==> config.mk <==
export PLATFORM = sky130hd
export DESIGN_NAME = store_align
export DESIGN_NICKNAME = d
export VERILOG_FILES = /design/src/lsu_pkg.sv /design/src/store_align.sv
export SDC_FILE = /design/constraint.sdc
export NUM_CORES = 1
export LEC_CHECK = 0
export BUFFER_PORTS_ARGS = -buffer_cell sky130_fd_sc_hd__clkbuf_2
export CORE_AREA = 4 4 103 105
export DETAILED_ROUTE_END_ITERATION = 8
export DIE_AREA = 0 0 107 109
export PLACE_DENSITY = 0.72
export SYNTH_ARGS = -nofsm -noshare
export SYNTH_HDL_FRONTEND = slang
export SYNTH_SLANG_ARGS = --single-unit
==> constraint.sdc <==
create_clock -name vclk -period 2
set_input_delay 0.1 -clock vclk [all_inputs]
set_output_delay 0.1 -clock vclk [all_outputs]
set_load 0.02 [all_outputs]
==> src/lsu_pkg.sv <==
// Shared types, operation codes and size helpers for the data-memory block; import where needed.
package lsu_pkg;

  // Data path width and bytes per doubleword.
  localparam int XLEN           = 64;
  localparam int BYTES_PER_WORD = XLEN / 8;

  // Memory operation code from the execute stage.
  // Loads use the full code, stores only use the size.
  typedef enum logic [2:0] {
    OP_LB   = 3'b000,
    OP_LBU  = 3'b001,
    OP_LH   = 3'b010,
    OP_LHU  = 3'b011,
    OP_LW   = 3'b100,
    OP_LWU  = 3'b101,
    OP_LD   = 3'b110,
    OP_NONE = 3'b111
  } mem_op_t;

  typedef logic [XLEN-1:0]           xlen_t;
  typedef logic [63:0]               addr_t;
  typedef logic [BYTES_PER_WORD-1:0] byte_mask_t;
  typedef logic [2:0]                lane_t;

  // Byte lanes covered by an access at lane 0.
  function automatic byte_mask_t op_base_mask(input mem_op_t op);
    case (op)
      OP_LB, OP_LBU: return 8'b0000_0001;
      OP_LH, OP_LHU: return 8'b0000_0011;
      OP_LW, OP_LWU: return 8'b0000_1111;
      OP_LD:         return 8'b1111_1111;
      default:       return 8'b0000_0000;
    endcase
  endfunction

  // Offset bits kept for natural alignment of the access size.
  function automatic lane_t op_align_mask(input mem_op_t op);
    case (op)
      OP_LH, OP_LHU: return 3'b110;
      OP_LW, OP_LWU: return 3'b100;
      OP_LD:         return 3'b000;
      default:       return 3'b111;
    endcase
  endfunction

endpackage

==> src/store_align.sv <==
// Store-side decode: builds byte enables, lane-shifted data and the read strobe for the RAM.
`timescale 1ns/1ps

module store_align
  import lsu_pkg::*;
(
  input  addr_t      i_addr,
  input  xlen_t      i_wdata,
  input  mem_op_t    i_mem_op,
  input  logic       i_wr_en,
  output byte_mask_t o_byte_en,
  output xlen_t      o_lane_wdata,
  output logic       o_rd_en,
  output addr_t      o_word_index,
  output lane_t      o_offset
);

  // Size mask before the lane shift.
  byte_mask_t base_mask;
  // Mask after shifting to the addressed lane.
  byte_mask_t lane_mask;
  // Low address bits and the aligned version of them.
  lane_t      raw_offset;
  lane_t      aligned_offset;
  // Bit shift amount for the write data.
  logic [5:0] bit_shift;
  // Any access other than OP_NONE.
  logic       access;

  always_comb begin
    access     = (i_mem_op != OP_NONE);
    base_mask  = op_base_mask(i_mem_op);
    raw_offset = i_addr[2:0];
    // Clear the offset bits below the access size.
    // A misaligned address falls back to the naturally aligned slot.
    aligned_offset = raw_offset & op_align_mask(i_mem_op);
    bit_shift      = {aligned_offset, 3'b000};
  end

  // Aligned offsets never push the mask past lane 7.
  assign lane_mask = base_mask << aligned_offset;

  // Only a store with a real operation writes.
  assign o_byte_en = (i_wr_en && access) ? lane_mask : '0;

  // Store data moves up to the addressed lane.
  // Bytes pushed into lanes outside the mask are ignored by the RAM.
  assign o_lane_wdata = i_wdata << bit_shift;

  // The strobe level picks read or write.
  assign o_rd_en = !i_wr_en && access;

  // Doubleword index, the RAM wraps it to its depth.
  assign o_word_index = {3'b000, i_addr[63:3]};

  // Offset handed to the load side for extraction.
  assign o_offset = aligned_offset;

endmodule

==> summary.md <==
| Metric | Value |
|---|---|
| Result of the run | `finished clean` |
| Final clock period utilization by the worst path | `98.47%` |
| Number of antenna cells inserted | `0` |
| Setup violations, final | `0` |
| Grt ovf | `0` |
| Most frequent standard cell in the layout excluding fill and tap cells | `sky130_fd_sc_hd__clkbuf_2` |
| Power share of the sequential group | `0%` |
| Post-route minimum period | `1.969 ns` |
| Data arrival at the endpoint of the critical path | `1.87 ns` |
| Met1 track utilization from global routing | `around 23%` |
| Mean routed wirelength per cell | `19.42 um` |
| Leading area contributor after synthesis | `sky130_fd_sc_hd__buf_4` |
| Area delta synth->final | `39.99%` |
| Seq cells | `0` |
| I/O pin total | `272` |
| Global-route total usage across every layer | `a little under a fifth` |
| Y dimension of the die | `109 um` |
| Overall power | `1.570 mW` |
| Fillers | `1,010` |
| Clk_buf instances | `0` |
| Synth area leaders | `sky130_fd_sc_hd__buf_4 (20%), sky130_fd_sc_hd__mux2i_1 (19%), sky130_fd_sc_hd__nand2_1 (8.7%), sky130_fd_sc_hd__mux2_2 (8.0%), sky130_fd_sc_hd__o221ai_1 (4.9%)` |
| Reg area | `0 um^2` |
| Leakage Power | `1.947 nW` |
| Antenna violation net count after detailed routing | `0` |
| Area of all placed cells without fillers | `about 3700 um^2` |
| Number of antenna violations at the first check in global routing | `0` |
| Worst vdd ir | `0.1567 mV` |
| Sw frac | `57.59%` |
| Number of I/O port buffers | `147` |
| Placeable core region | `9639 um^2` |
| Vias in the first global route | `approximately 3,400` |
| Mapped Area | `roughly 2700 um^2` |
| Combined area of the multi-input logic cells | `2212 um^2` |
| Routability congestion estimate | `0.8864` |
| Crit start category | `input pin` |
| Commonest non-fill, non-tap cells in the layout | `sky130_fd_sc_hd__clkbuf_2 (126), sky130_fd_sc_hd__nand2_1 (59), sky130_fd_sc_hd__buf_4 (55), sky130_fd_sc_hd__mux2i_1 (46), sky130_fd_sc_hd__nor2_1 (26)` |
| Yosys warning count | `0` |
| Grt met3 use | `1.954%` |
| Number of max-slew violations in the final report | `0` |
| PwrDens | `between 400 and 500 nW/um^2` |
| Drt first-iter violations | `297` |
| Count of cell types in the netlist | `40` |
| Global-route wire length before repair | `17.97 mm` |
| Class of the tightest hold or removal check | `in2out` |
| Fraction of layout instances using a drive strength above 1 | `between 50 and 60%` |
| Wirelength, routed | `~12 mm` |
| Number of buffers inserted by hold repair at cts | `0` |
| Proportion of power drawn by the clock network | `0%` |
| Max Freq | `between 500 and 600 MHz` |
| Via-per-instance ratio | `5.441` |
| Nets | `around 640` |
| Sequential element share of the synthesized area | `0%` |
| Kind of capture point of the worst setup path | `output port` |
| CP Max Fanout | `7` |
| Die footprint | `around 12,000 um^2` |
| Most utilized layer in the global route result | `met2` |
| Avg Cell Area, Syn | `6.968 um^2` |
| Number of iterations in the first detailed-routing pass | `5` |
| Max-cap violations | `0` |
| Met2 Track Usage GR | `between 30 and 40%` |
| Vias post-DR | `3,439` |
| Row cnt | `36` |
| Width of the chip | `107 um` |
| Kind of critical path | `in2out` |
| Maximum number of pins on one net before global-route repair | `31` |
| Cell count after synthesis | `approximately 380` |
| Part of the power in combinational logic | `between 90% and 100%` |
| Initial Utilization | `between 20 and 30%` |
| Cell internal power dissipation | `665.7 uW` |
| Top-area cell type share of the netlist area | `19.69%` |
| Hold Violations, Final | `0` |
| Residual DRC count | `0` |
| Post-detailed-placement cell area | `3435 um^2` |
| Required arrival time at the worst endpoint | `1.90 ns` |
| Placed wire-length estimate | `between 10 and 15 mm` |
| Switching Power | `904.1 uW` |
routing by layer:
| layer | share of wire, % | up-vias | wire [um] |
|---|---|---|---|
| met3 | 6.1 | 59 | 743 |
| met1 | 40 | 1622 | 4966 |
| met4 | 4.6 | 0 | 561 |
| met5 | 0 | - | 0 |
| met2 | 49 | 176 | 5999 |
| li1 | - | 1582 | - |
what timing repair did:
action | 4_1_cts | 5_1_grt
pin swaps | 1 | 3
setup buffers | 0 | 1
gates resized for setup | 21 | 65
setup endpoints to repair | 33 | 52
cells by family (layout without fill, tap and decap cells):
kind of cell | count (synthesis) | count (layout) | synth area share (%)
buf+inv | 98 | 212 | 24.52
other cells | 1 | 3 | 0.1405
compound gates | 88 | 88 | 25.22
fa+ha+maj | 3 | 3 | 1.407
simple gates | 122 | 122 | 20.67
mux | 71 | 71 | 28.04
worst paths after layout:
path / from / end / slack, ns / cells past startpoint
worst min-delay path: i_addr[22] / o_word_index[19] / 0.20 / 0
worst max-delay path: i_mem_op[2] / o_lane_wdata[54] / 0.03 / 13
area by class of cell:
cell class	count	share of cell area (%)
Multi-Input combinational cell	287	59.21
Timing Repair Buffer	206	35.53
Tap cell	133	4.454
Inverter	6	0.8038
stage by stage:
stage | TNS, ns | setup WS, ns | utilization [%] | hold slack [ns] | cells
2_1_floorplan | 0 | 0.1281 | - | 0.2766 | 385
6_report | 0 | 0.03051 | 38.76 | 0.2000 | 632
5_1_grt | -0.06469 | -0.01627 | 38.76 | 0.2000 | 632
3_5_place_dp | -1.771 | -0.1728 | 35.63 | 0.2001 | 631
4_1_cts | -0.05971 | -0.03009 | 36.51 | 0.2001 | 631
3_3_place_gp | -0.4349 | -0.1184 | 35.63 | 0.2001 | 631
critical path: stages:
cell and delay (ns):
sky130_fd_sc_hd__buf_4 0.11, sky130_fd_sc_hd__inv_2 0.05, sky130_fd_sc_hd__ha_4 0.17, sky130_fd_sc_hd__buf_4 0.14, sky130_fd_sc_hd__nor3b_4 0.23, sky130_fd_sc_hd__a21oi_4 0.09, sky130_fd_sc_hd__buf_12 0.15, sky130_fd_sc_hd__inv_6 0.08
sky130_fd_sc_hd__nand2_2 0.07, sky130_fd_sc_hd__buf_6 0.14, sky130_fd_sc_hd__buf_4 0.12, sky130_fd_sc_hd__o221a_2 0.24, sky130_fd_sc_hd__buf_2 0.16
power groups by stage:
stage	clock network (mW)	logic [mW]	registers [mW]
final	0	1.57	0
after global routing	0	1.68	0
after floorplan	0	1.03	0
after global placement	0	1.42	0
after detailed placement	0	1.44	0
after CTS	0	1.47	0
synth_stat cells (all sizes together) (3+ instances only):
library cell  number
a21oi             17
a311o              9
nand2             62
clkbuf             3
mux2              20
o31ai              8
nor2              29
buf               89
o221ai            15
mux2i             50
inv                6
and3              13
ha                 3
a211oi             9
a22oi              4
o22ai              8
a2bb2oi            7
a21o               4
nand3              5
nor3b              4
Power figures use the tool's default switching activity.
