`src/lsu_pkg.sv`:
```
// Shared types, operation codes and size helpers for the data-memory block; import where needed.
package lsu_pkg;

  // Data path width and bytes per doubleword.
  localparam int XLEN           = 64;
  localparam int BYTES_PER_WORD = XLEN / 8;

  // Memory operation code from the execute stage.
  // Loads use the full code, stores only use the size.
  typedef enum logic [2:0] {
    OP_LB   = 3'b000,
    OP_LBU  = 3'b001,
    OP_LH   = 3'b010,
    OP_LHU  = 3'b011,
    OP_LW   = 3'b100,
    OP_LWU  = 3'b101,
    OP_LD   = 3'b110,
    OP_NONE = 3'b111
  } mem_op_t;

  typedef logic [XLEN-1:0]           xlen_t;
  typedef logic [63:0]               addr_t;
  typedef logic [BYTES_PER_WORD-1:0] byte_mask_t;
  typedef logic [2:0]                lane_t;

  // Byte lanes covered by an access at lane 0.
  function automatic byte_mask_t op_base_mask(input mem_op_t op);
    case (op)
      OP_LB, OP_LBU: return 8'b0000_0001;
      OP_LH, OP_LHU: return 8'b0000_0011;
      OP_LW, OP_LWU: return 8'b0000_1111;
      OP_LD:         return 8'b1111_1111;
      default:       return 8'b0000_0000;
    endcase
  endfunction

  // Offset bits kept for natural alignment of the access size.
  function automatic lane_t op_align_mask(input mem_op_t op);
    case (op)
      OP_LH, OP_LHU: return 3'b110;
      OP_LW, OP_LWU: return 3'b100;
      OP_LD:         return 3'b000;
      default:       return 3'b111;
    endcase
  endfunction

endpackage

```
`src/load_extend.sv`:
```
// Load-side path: captures operation and offset with the read, then extracts and extends the field.
`timescale 1ns/1ps

module load_extend
  import lsu_pkg::*;
(
  input  logic    i_clk,
  input  logic    i_rst,
  input  logic    i_rd_en,
  input  mem_op_t i_mem_op,
  input  lane_t   i_offset,
  input  xlen_t   i_ram_rdata,
  output xlen_t   o_rdata
);

  // Operation and lane of the load now in the RAM read register.
  mem_op_t op_q;
  lane_t   offset_q;

  // Read doubleword moved down so the field starts at bit 0.
  xlen_t       shifted;
  logic [5:0]  bit_shift;

  // Candidate fields.
  logic [7:0]  byte_f;
  logic [15:0] half_f;
  logic [31:0] word_f;

  // Extended result.
  xlen_t       result;

  // Captured on the same edge that loads the RAM read register.
  // Both reset to zero, so the output reads 0 after reset.
  always_ff @(posedge i_clk) begin
    if (!i_rst) begin
      op_q     <= OP_LB;
      offset_q <= '0;
    end else if (i_rd_en) begin
      op_q     <= i_mem_op;
      offset_q <= i_offset;
    end
  end

  assign bit_shift = {offset_q, 3'b000};
  assign shifted   = i_ram_rdata >> bit_shift;

  assign byte_f = shifted[7:0];
  assign half_f = shifted[15:0];
  assign word_f = shifted[31:0];

  // Sign or zero extension by the captured operation.
  always_comb begin
    case (op_q)
      OP_LB: begin
        result = {{56{byte_f[7]}}, byte_f};
      end
      OP_LBU: begin
        result = {56'd0, byte_f};
      end
      OP_LH: begin
        result = {{48{half_f[15]}}, half_f};
      end
      OP_LHU: begin
        result = {48'd0, half_f};
      end
      OP_LW: begin
        result = {{32{word_f[31]}}, word_f};
      end
      OP_LWU: begin
        result = {32'd0, word_f};
      end
      // Full doubleword.
      // OP_NONE is never captured, a read needs a real operation.
      default: begin
        result = shifted;
      end
    endcase
  end

  // Stable until the next read edge since both inputs are registers.
  assign o_rdata = result;

endmodule

```
`config.mk`:
```
export PLATFORM = sky130hd
export DESIGN_NAME = load_extend
export DESIGN_NICKNAME = d
export VERILOG_FILES = /design/src/lsu_pkg.sv /design/src/load_extend.sv
export SDC_FILE = /design/constraint.sdc
export NUM_CORES = 1
export LEC_CHECK = 0
export BUFFER_PORTS_ARGS = -buffer_cell sky130_fd_sc_hd__buf_4
export CAP_MARGIN = 20
export CORE_MARGIN = 4
export CORE_UTILIZATION = 35
export CTS_CLUSTER_DIAMETER = 50
export DETAILED_ROUTE_END_ITERATION = 6
export GPL_TIMING_DRIVEN = 0
export SLEW_MARGIN = 20
export SYNTH_ARGS = -nofsm -noshare
export SYNTH_HDL_FRONTEND = slang
export SYNTH_SLANG_ARGS = --single-unit
```
`constraint.sdc`:
```
create_clock -name i_clk -period 3.6 [get_ports i_clk]
set_input_delay 0.18 -clock i_clk [delete_from_list [all_inputs] [get_ports i_clk]]
set_output_delay 0.18 -clock i_clk [all_outputs]
set_load 0.005 [all_outputs]
```
==> summary.txt, run 1 <==
Run status
  • Status: completed

Die
  • I/O pin count: 137
  • Chip Width: 96.5 um
  • Core footprint: 0.00745 mm2
  • Effective utilization at floorplan: 36.8%
  • Chip height: 96.5 um
  • FP Rows: 31
  • Die area: 0.00930 mm2

Clocking
  • H-tree depth: 1
  • Reg clk slew, reported paths: 0.03 ns
  • Clk sink count: 6
  • CTS tree: yes
  • Skew-Pair Late Insertion Delay: 0.22 ns
  • Post-CTS Setup Inserts: 0
  • CTS Buffer Depth: 2
  • Post-CTS Resized: 0
  • CTS buffer count: 3
  • Root Buffer Master: clkbuf_8
  • Hold-fix buffers, CTS: 0

Critical path
  • Register-to-Register Path Depth: 5
  • FF-to-FF End: offset_q[0]
  • CP endpoint kind: primary output
  • Arrival time at the worst endpoint: 2.15 ns
  • FF-to-FF Start: offset_q[0]
  • Reg2reg setup slack: 2.08 ns
  • Critical setup path kind: reg -> out
  • Worst setup startpoint: offset_q[1]
  • Startpoint types: flip-flop
  • Critical path peak fanout: 10
  • CP required: 3.42 ns
  • Worst Setup EP: o_rdata[29]

STA
  • Final min period: 2.33 ns
  • Hold_ws: 0.210 ns
  • Clk_skew: 0 ns
  • RSZ-0062 raised after global routing: false
  • Maximum clock rate: 428 MHz
  • Crit share post-route: 64.9%
  • Endpoints failing hold: 0
  • Worst-Margin Slew: 0.841 ns
  • Max-slew violations: 0
  • Setup TNS Final: 0 ns
  • Relative slew slack: 43.7%
  • Setup-failing EPs final: 0

Final layout
  • Most frequent cells in the layout: buf_4 (138), nand2_1 (35), mux4_2 (35)
  • Leading cell type in the layout, fill and taps excluded: buf_4
  • Filler cells: 720
  • Area grow syn2layout: 43.0%
  • # diodes: 0
  • Final core occ: 52.6%
  • Layout cells sized above 1: 60.7%
  • # nets final: 490
  • Layout Cells excl Fill: 514
  • Design area: 0.00392 mm2

Placed design
  • RePlAce Congestion: 0.917
  • Inst Count DP: 511
  • Placement Cell Area: 0.00388 mm2
  • DP Wirelength: 8880 um
  • # port buffers: 135

Run
  • Max Cap Viol: 0

Global route
  • Total track usage: 24.3%
  • First-pass GRT wire length: 17100 um
  • Vias in the first global route: 2963
  • Largest net degree at the start of global routing: 11
  • Initial antenna violation count: 0
  • Total grt overflow: 0

Route
  • # DRC: 0
  • WL/cell: 22.4 um
  • Antenna Nets Post-Route: 0
  • Final wirelength: 11500 um
  • Vias/cell: 5.95
  • Routed vias: 3058
  • Initial DRT Pass Iterations: 4
  • Iter 0 DRT Violations: 307

Power
  • Maximum vdd drop: 0.210 mV
  • Pwr Density: 231 mW/mm2
  • Pleak: 1.63 nW

Yosys
  • Cell area after synthesis: 0.00274 mm2
  • Post-Synthesis Cells: 277
  • Top cell type's share of synthesized area: 28.8%
  • Synth area leader: mux4_2
  • Mean Syn Cell Area: 9.89 um2
  • Synth top area cells: mux4_2 (29%), nand4_2 (9.6%), mux2i_1 (9.5%)
  • Syn Nets: 350
  • Number of synthesized register bits: 6
  • Cell variety after synth: 37
  • Post-synthesis sequential area ratio: 4.39%
  • Yosys warning count: 0

Hold path
  • Hold WC Path Type: in -> reg
  • Worst Hold Depth: 2
flip-flops by register name, indices dropped and copies added (netlist names):
register,cells
op_q,3
offset_q,3
worst min path at each step:
stage / startpoint / end
after floorplan: i_rst / offset_q[0]
after CTS: i_rst / offset_q[0]
final: i_rst / offset_q[0]
after detailed placement: i_rst / offset_q[0]
after global placement: i_rst / op_q[1]
after global routing: i_rst / op_q[0]
power by group:
group / internal, mW / total, mW / switching, mW
sequential: 0.0710 / 0.0783 / 0.00738
combinational: 0.400 / 0.730 / 0.330
clock: 0.0716 / 0.0977 / 0.0261
critical path: stages, from the launching register on:
cell and delay (ns):
dfxtp_1 0.36, buf_6 0.18, buf_6 0.21, buf_2 0.33, mux4_2 0.39, a22oi_1 0.20
nand3_1 0.10, buf_4 0.15
layout make-up:
type / count / area, um2 / share of cell area (%)
Multi-Input combinational cell: 231 / 2290 / 58.5
Clock buffer: 3 / 41.3 / 1.05
Sequential cell: 6 / 120 / 3.07
Tap cell: 99 / 124 / 3.16
Inverter: 1 / 3.75 / 0.0958
Timing Repair Buffer: 135 / 1010 / 25.9
Buffer: 39 / 324 / 8.27
per-stage QoR:
step / worst slack (ns) / power (mW)
2_1_floorplan: 1.96 / 0.438
3_3_place_gp: 1.50 / 0.807
3_5_place_dp: 1.53 / 0.809
4_1_cts: 1.29 / 0.911
5_1_grt: 1.15 / 0.965
6_report: 1.27 / 0.906
layer usage:
metal	part of all wire, %	global-route usage [%]	up-vias
met5	0	0	-
met1	42	33.6	1486
li1	-	-	1387
met4	1.0	3.62	0
met3	8.3	2.79	10
met2	49	41.8	175
synthesized netlist by cell type:
master	number
mux4_2	35
nor2_2	1
a32oi_1	1
o21ai_0	2
clkbuf_1	3
nor3_1	1
and3b_1	1
mux2_4	2
o21ai_2	1
and3_1	1
o2bb2ai_1	7
buf_2	15
buf_4	3
dfxtp_1	6
and4bb_1	1
nand4_2	21
o211ai_1	1
nor2b_1	12
a2111oi_4	1
buf_6	16
nor3b_1	1
o21ai_1	7
buf_8	1
nand2b_1	5
buf_12	1
nand2_1	35
inv_1	1
mux2i_2	1
mux2i_1	26
a22oi_2	2
nand4_1	13
nand3_1	19
nor2_1	2
a22oi_1	14
and2_1	1
a21oi_1	3
mux2_2	14
cell families after synthesis:
| logic type | count (synthesis) | share of synthesized area, % |
|---|---|---|
| muxes | 78 | 45.6 |
| AOI/OAI and AO/OA | 39 | 11.1 |
| DFF | 6 | 4.39 |
| and+or+nand+nor | 114 | 26.9 |
| buffers and inverters | 40 | 12.0 |
No activity file was read; power rests on OpenSTA's default activity.
==> run 2, diff against run 1 <==
ABC_AREA = 1   (was not set)
clock period = 2.3 ns   (was 3.6 ns; I/O delays follow)
==> run 2 against run 1 <==
- register-to-register slack got worse by 1.4 ns
- first-iteration DRC count rose by 45%
- core utilization shrank 0.074 points
- routed wire length increased by 22%
- synthesized cell count rose by 88%
- largest cell class unchanged
- clock skew unchanged
- hold slack got worse by 0.10 ns
- non-clock buffer count is 12 higher
- critical path type unchanged
==> summary.txt, run 2 <==
Run status
  • Status: completed

Global route
  • Gr busiest metal: met2
  • Total track usage: 29.5% (+5.2 points)
  • M2 GR Usage: 48.1% (+6.3 points)
  • Initial antenna violation count: 0 (unchanged)
  • GR Util met3: 6.00% (+3.2 points)
  • Global Route met1 Usage: 40.5% (+6.9 points)
  • Largest net degree at the start of global routing: 11 (unchanged)
  • Total grt overflow: 0 (unchanged)
  • Vias in the first global route: 3855 (+30%)
  • First-pass GRT wire length: 20800 um (+21%)

Final layout
  • Top Registers: offset_q x3, op_q x3
  • FF+latch area: 120 um2 (unchanged)
  • # nets final: 736 (+50%)
  • Layout cells sized above 1: 31.9% (-29 points)
  • Multi-input gate area: 0.00208 mm2 (-9.2%)
  • Leading cell type in the layout, fill and taps excluded: nand2_1
  • Most frequent cells in the layout: nand2_1 (178), buf_4 (143), nand3_1 (66)
  • # diodes: 0 (unchanged)
  • Area grow syn2layout: 44.3%
  • Layout Cells excl Fill: 760 (+48%)
  • Final core occ: 52.5% (-0.074 points)
  • Filler cells: 848 (+18%)

Die
  • Core footprint: 0.00737 mm2 (-1.0%)
  • Chip Width: 95.5 um (-0.95%)
  • I/O pin count: 137 (unchanged)
  • FP Rows: 31 (unchanged)
  • Die area: 0.00913 mm2 (-1.9%)
  • Chip height: 95.5 um (-0.95%)
  • Effective utilization at floorplan: 36.4% (-0.38 points)

STA
  • Worst-Margin Slew: 0.716 ns (-0.125 ns)
  • Setup-failing EPs final: 0 (unchanged)
  • Setup TNS Final: 0 ns (unchanged)
  • RSZ-0062 raised after global routing: false
  • Crit share post-route: 97.4%
  • Maximum clock rate: 446 MHz
  • Relative slew slack: 52.3% (+8.5 points)
  • Max-slew violations: 0 (unchanged)
  • Hold_ws: 0.108 ns (-0.102 ns)
  • Clk_skew: 0 ns (unchanged)
  • Endpoints failing hold: 0 (unchanged)
  • Final min period: 2.24 ns

Critical path
  • Worst Setup EP: o_rdata[21]
  • FF-to-FF End: offset_q[2]
  • Critical setup path kind: reg -> out
  • CP required: 2.18 ns (-1.24 ns)
  • Arrival time at the worst endpoint: 2.12 ns (-0.03 ns)
  • Reg2reg setup slack: 0.71 ns (-1.37 ns)
  • FF-to-FF Start: offset_q[2]
  • Worst setup startpoint: offset_q[1]
  • Critical path peak fanout: 10 (unchanged)
  • CP endpoint kind: primary output
  • Startpoint types: flip-flop
  • Register-to-Register Path Depth: 5 (unchanged)

Clocking
  • Post-CTS Resized: 0 (unchanged)
  • Reg clk slew, reported paths: 0.04 ns (about the same)
  • CTS Buffer Depth: 2 (unchanged)
  • Post-CTS Setup Inserts: 0 (unchanged)
  • CTS buffer count: 3 (unchanged)
  • Skew-Pair Late Insertion Delay: 0.23 ns (about the same)
  • Hold-fix buffers, CTS: 0 (unchanged)
  • CTS tree: yes
  • Clk sink count: 6 (unchanged)
  • Root Buffer Master: clkbuf_8
  • H-tree depth: 1 (unchanged)

Yosys
  • Ys async rst share: 0% (unchanged)
  • Cell area after synthesis: 0.00268 mm2 (-2.1%)
  • Synth top area cells: nand2_1 (25%), nand3_1 (12%), o21ai_0 (8.6%)
  • Yosys warning count: 0 (unchanged)
  • Most frequent cell after synthesis: nand2_1
  • Syn Nets: 595 (+70%)
  • Post-synthesis sequential area ratio: 4.48% (+0.092 points)
  • Most frequent cells after synthesis: nand2_1 (178), nand3_1 (66), o21ai_0 (46)
  • Ys flop type: dfxtp_1
  • Top cell type's share of synthesized area: 24.9% (-3.9 points)
  • Number of synthesized register bits: 6 (unchanged)
  • Synth area leader: nand2_1
  • Number of synthesized flops with an enable pin: 0 (unchanged)
  • Post-Synthesis Cells: 522 (+88%)
  • Cell variety after synth: 29 (-22%)
  • Mean Syn Cell Area: 5.14 um2 (-48%)

Route
  • Iter 0 DRT Violations: 446 (+45%)
  • # DRC: 0 (unchanged)
  • WL/cell: 18.4 um (-17%)
  • Final wirelength: 14000 um (+22%)
  • Vias/cell: 5.53 (-7.1%)
  • Antenna Nets Post-Route: 0 (unchanged)
  • Initial DRT Pass Iterations: 6 (+2)
  • Routed vias: 4201 (+37%)

Hold path
  • Worst hold path startpoint: i_mem_op[1]
  • Hold WC Path Type: in -> reg

Power
  • Pleak: 2.11 nW (+29%)
  • Tot Pwr: 1.56 mW (+72%)
  • Maximum vdd drop: 0.217 mV (+3.3%)
  • Pwr Density: 404 mW/mm2 (+75%)

Placed design
  • RePlAce Congestion: 0.985 (+7.4%)
  • Inst Count DP: 757 (+48%)
  • # port buffers: 136 (+0.74%)
  • DP Wirelength: 10900 um (+23%)

Run
  • Max Cap Viol: 0 (unchanged)
[run 2: area by class of cell]
type,count,share of cell area (%)
Multi-Input combinational cell,431,53.7
Timing Repair Buffer,136,26.4
Buffer,50,9.02
Inverter,35,3.52
Tap cell,99,3.20
Sequential cell,6,3.10
Clock buffer,3,1.07
[run 2: worst min-delay path by stage]
| stage | endpoint | slack, ns | cells after the start |
|---|---|---|---|
| after floorplan | op_q[1] | 0.25 | 2 |
| after global routing | op_q[1] | 0.16 | 3 |
| final | op_q[1] | 0.11 | 3 |
| after CTS | op_q[1] | 0.11 | 3 |
| after detailed placement | op_q[1] | 0.35 | 3 |
| after global placement | op_q[1] | 0.34 | 3 |
[run 2: through the flow]
stage	setup slack [ns]	cell area [um2]
finish	0.0600	3870
global route	0.0111	3870
CTS	0.121	3870
detailed placement	0.372	3830
global placement	0.357	3830
floorplan	0.940	2680
[run 2: worst max-delay path, stage by stage (launching register included)]
cell and delay [ns]:
dfxtp_1 0.29, buf_4 0.15, buf_2 0.21, clkbuf_1 0.53, o21ai_0 0.30, o21ai_1 0.21
nand2_2 0.07, buf_4 0.13
[run 2: per-layer routing]
metal | wire length [um] | vias to the layer above
li1 | - | 2025
met1 | 5920 | 1896
met2 | 6280 | 252
met3 | 1610 | 28
met4 | 207 | 0
met5 | 0 | -
[run 2: where the power goes]
group	total, mW	internal [mW]	switching, mW	leakage [nW]
clock network	0.163	0.113	0.0503	0.0216
registers	0.120	0.112	0.00747	0.0499
logic	1.28	0.585	0.694	2.04
total	1.56	0.810	0.752	2.11
[run 2: kinds of logic after synthesis]
family | Yosys count | share of synthesized area (%)
buffers and inverters | 85 | 18.0
AOI/OAI and AO/OA | 94 | 19.2
muxes | 2 | 0.746
and+or+nand+nor | 335 | 57.6
DFF | 6 | 4.48
==> run 3, diff against run 2 <==
CORE_MARGIN = 5   (was 4)
HOLD_SLACK_MARGIN = 0.12   (was not set)
==> run 3 against run 2 <==
- hold slack better by 0.049 ns
- clock skew stayed put
- non-clock buffer count is 1 higher
- total power is 0.37% higher
- die area is 4.2% higher
- global-route usage is 1.6 points lower
- critical path type unchanged
==> summary.txt, run 3 (synthesis results as in run 2) <==
Route
  • Iter 0 DRT Violations: 436 (-2.2%)
  • # DRC: 0 (unchanged)
  • Initial DRT Pass Iterations: 5 (-1)
  • Antenna Nets Post-Route: 0 (unchanged)
  • Final wirelength: 14100 um (+0.43%)
  • Vias/cell: 5.51 (-0.29%)
  • Routed vias: 4211 (+0.24%)
  • WL/cell: 18.4 um (about the same)

Clocking
  • Hold-fix buffers, CTS: 1 (+1)
  • Clk sink count: 6 (unchanged)
  • CTS tree: yes
  • H-tree depth: 1 (unchanged)
  • Post-CTS Setup Inserts: 0 (unchanged)
  • Post-CTS Resized: 0 (unchanged)
  • Skew-Pair Late Insertion Delay: 0.22 ns (about the same)
  • Reg clk slew, reported paths: 0.04 ns (about the same)
  • Root Buffer Master: clkbuf_8
  • CTS buffer count: 3 (unchanged)
  • CTS Buffer Depth: 2 (unchanged)

Global route
  • Initial antenna violation count: 0 (unchanged)
  • Vias in the first global route: 4097 (+6.3%)
  • First-pass GRT wire length: 21400 um (+3.3%)
  • Total track usage: 28.0% (-1.6 points)
  • Largest net degree at the start of global routing: 11 (unchanged)
  • Total grt overflow: 0 (unchanged)

Placed design
  • DP Wirelength: 10800 um (-1.5%)
  • Inst Count DP: 760 (+0.40%)
  • RePlAce Congestion: 0.974 (-1.2%)
  • Setup WS pre-CTS: 0.422 ns (+0.0498 ns)
  • # port buffers: 136 (unchanged)
  • Placement Cell Area: 0.00383 mm2 (about the same)

Final layout
  • Area grow syn2layout: 44.7%
  • Final core occ: 51.0% (-1.5 points)
  • Design area: 0.00388 mm2 (+0.29%)
  • Layout cells sized above 1: 31.9% (-0.048 points)
  • # diodes: 0 (unchanged)
  • # nets final: 737 (+0.14%)
  • Filler cells: 899 (+6.0%)
  • Top Registers: offset_q x3, op_q x3
  • Leading cell type in the layout, fill and taps excluded: nand2_1
  • Most frequent cells in the layout: nand2_1 (178), buf_4 (143), nand3_1 (66)
  • Layout Cells excl Fill: 764 (+0.53%)

STA
  • Worst-Margin Slew: 0.758 ns (+0.0428 ns)
  • Maximum clock rate: 457 MHz (+2.3%)
  • Max-slew violations: 0 (unchanged)
  • Setup TNS Final: 0 ns (unchanged)
  • Crit share post-route: 95.2% (-2.2 points)
  • Clk_skew: 0 ns (unchanged)
  • RSZ-0062 raised after global routing: false
  • Hold_ws: 0.157 ns (+0.0486 ns)
  • Endpoints failing hold: 0 (unchanged)
  • Setup-failing EPs final: 0 (unchanged)
  • Final min period: 2.19 ns (-0.0511 ns)
  • Setup WS post-layout: 0.111 ns (+0.0511 ns)
  • Relative slew slack: 49.4% (-2.9 points)

Power
  • Pleak: 2.11 nW (+0.22%)
  • Maximum vdd drop: 0.173 mV (-21%)
  • Tot Pwr: 1.57 mW (+0.37%)
  • Pwr Density: 404 mW/mm2 (about the same)

Run status
  • Status: completed

Hold path
  • Hold WC Path Type: in -> reg

Critical path
  • Critical-path top delay cell: clkbuf_1
  • Most used cell, CP: buf_4
  • CP required: 2.18 ns (about the same)
  • Arrival time at the worst endpoint: 2.07 ns (-0.05 ns)
  • CP endpoint kind: primary output
  • Crit path cell chain: buf_2, inv_2, buf_4, clkbuf_1, o211ai_1, nand3_1, nand2_1, buf_4
  • Startpoint types: flip-flop
  • Critical setup path kind: reg -> out
  • Slowest stage delay, CP: 0.53 ns (about the same)
  • Critical path peak fanout: 10 (unchanged)

Die
  • Core footprint: 0.00761 mm2 (+3.2%)
  • Chip height: 97.5 um (+2.1%)
  • I/O pin count: 137 (unchanged)
  • Effective utilization at floorplan: 35.3% (-1.1 points)
  • Die area: 0.00952 mm2 (+4.2%)
  • Chip Width: 97.5 um (+2.1%)
  • FP Rows: 32 (+3.2%)

Run
  • Max Cap Viol: 0 (unchanged)
## run 3: cell types whose count changed in the layout (fill, tap and decap cells not counted)
cell	previous run	this run
dlygate4sd3_1	0	1
clkbuf_4	1	0
buf_2	17	18
## run 3: final cells by class
class	instances	area (um2)	area share, %
plain buffers	50	347	8.93
inverters	35	136	3.51
clock buffers	3	41.3	1.06
flip-flops and latches	6	120	3.09
repair buffers	137	1030	26.6
multi-input cells	431	2080	53.6
well taps	102	128	3.29
## run 3: layer usage
metal,track usage (%),vias to the layer above,wire (um)
li1,-,2026,-
met1,35.7,1884,5740
met2,48.2,262,6530
met3,3.95,39,1400
met4,8.84,0,406
met5,0,-,0
## run 3: path summary, 6_finish.rpt
kind | slack (ns) | from | depth (start not counted) | endpoint
max reg2reg | 0.59 | offset_q[2] | 5 | offset_q[2]
min reg2reg | 0.54 | op_q[0] | 2 | op_q[0]
min | 0.16 | i_rd_en | 3 | op_q[1]
max | 0.11 | offset_q[2] | 8 | o_rdata[11]
## run 3: worst max-delay path, delay by kind of cell, from the launching register on
| kind | cells | cell delay [ns] |
|---|---|---|
| AO/OA/AOI/OAI | 1 | 0.19 |
| buffers and inverters | 5 | 1.18 |
| AND/OR/NAND/NOR | 2 | 0.18 |
| flip-flops | 1 | 0.29 |
## run 3: power by group
part	switching (mW)	internal (mW)	total, mW
sequential	0.00721	0.112	0.119
combinational	0.705	0.586	1.29
clock	0.0454	0.112	0.158
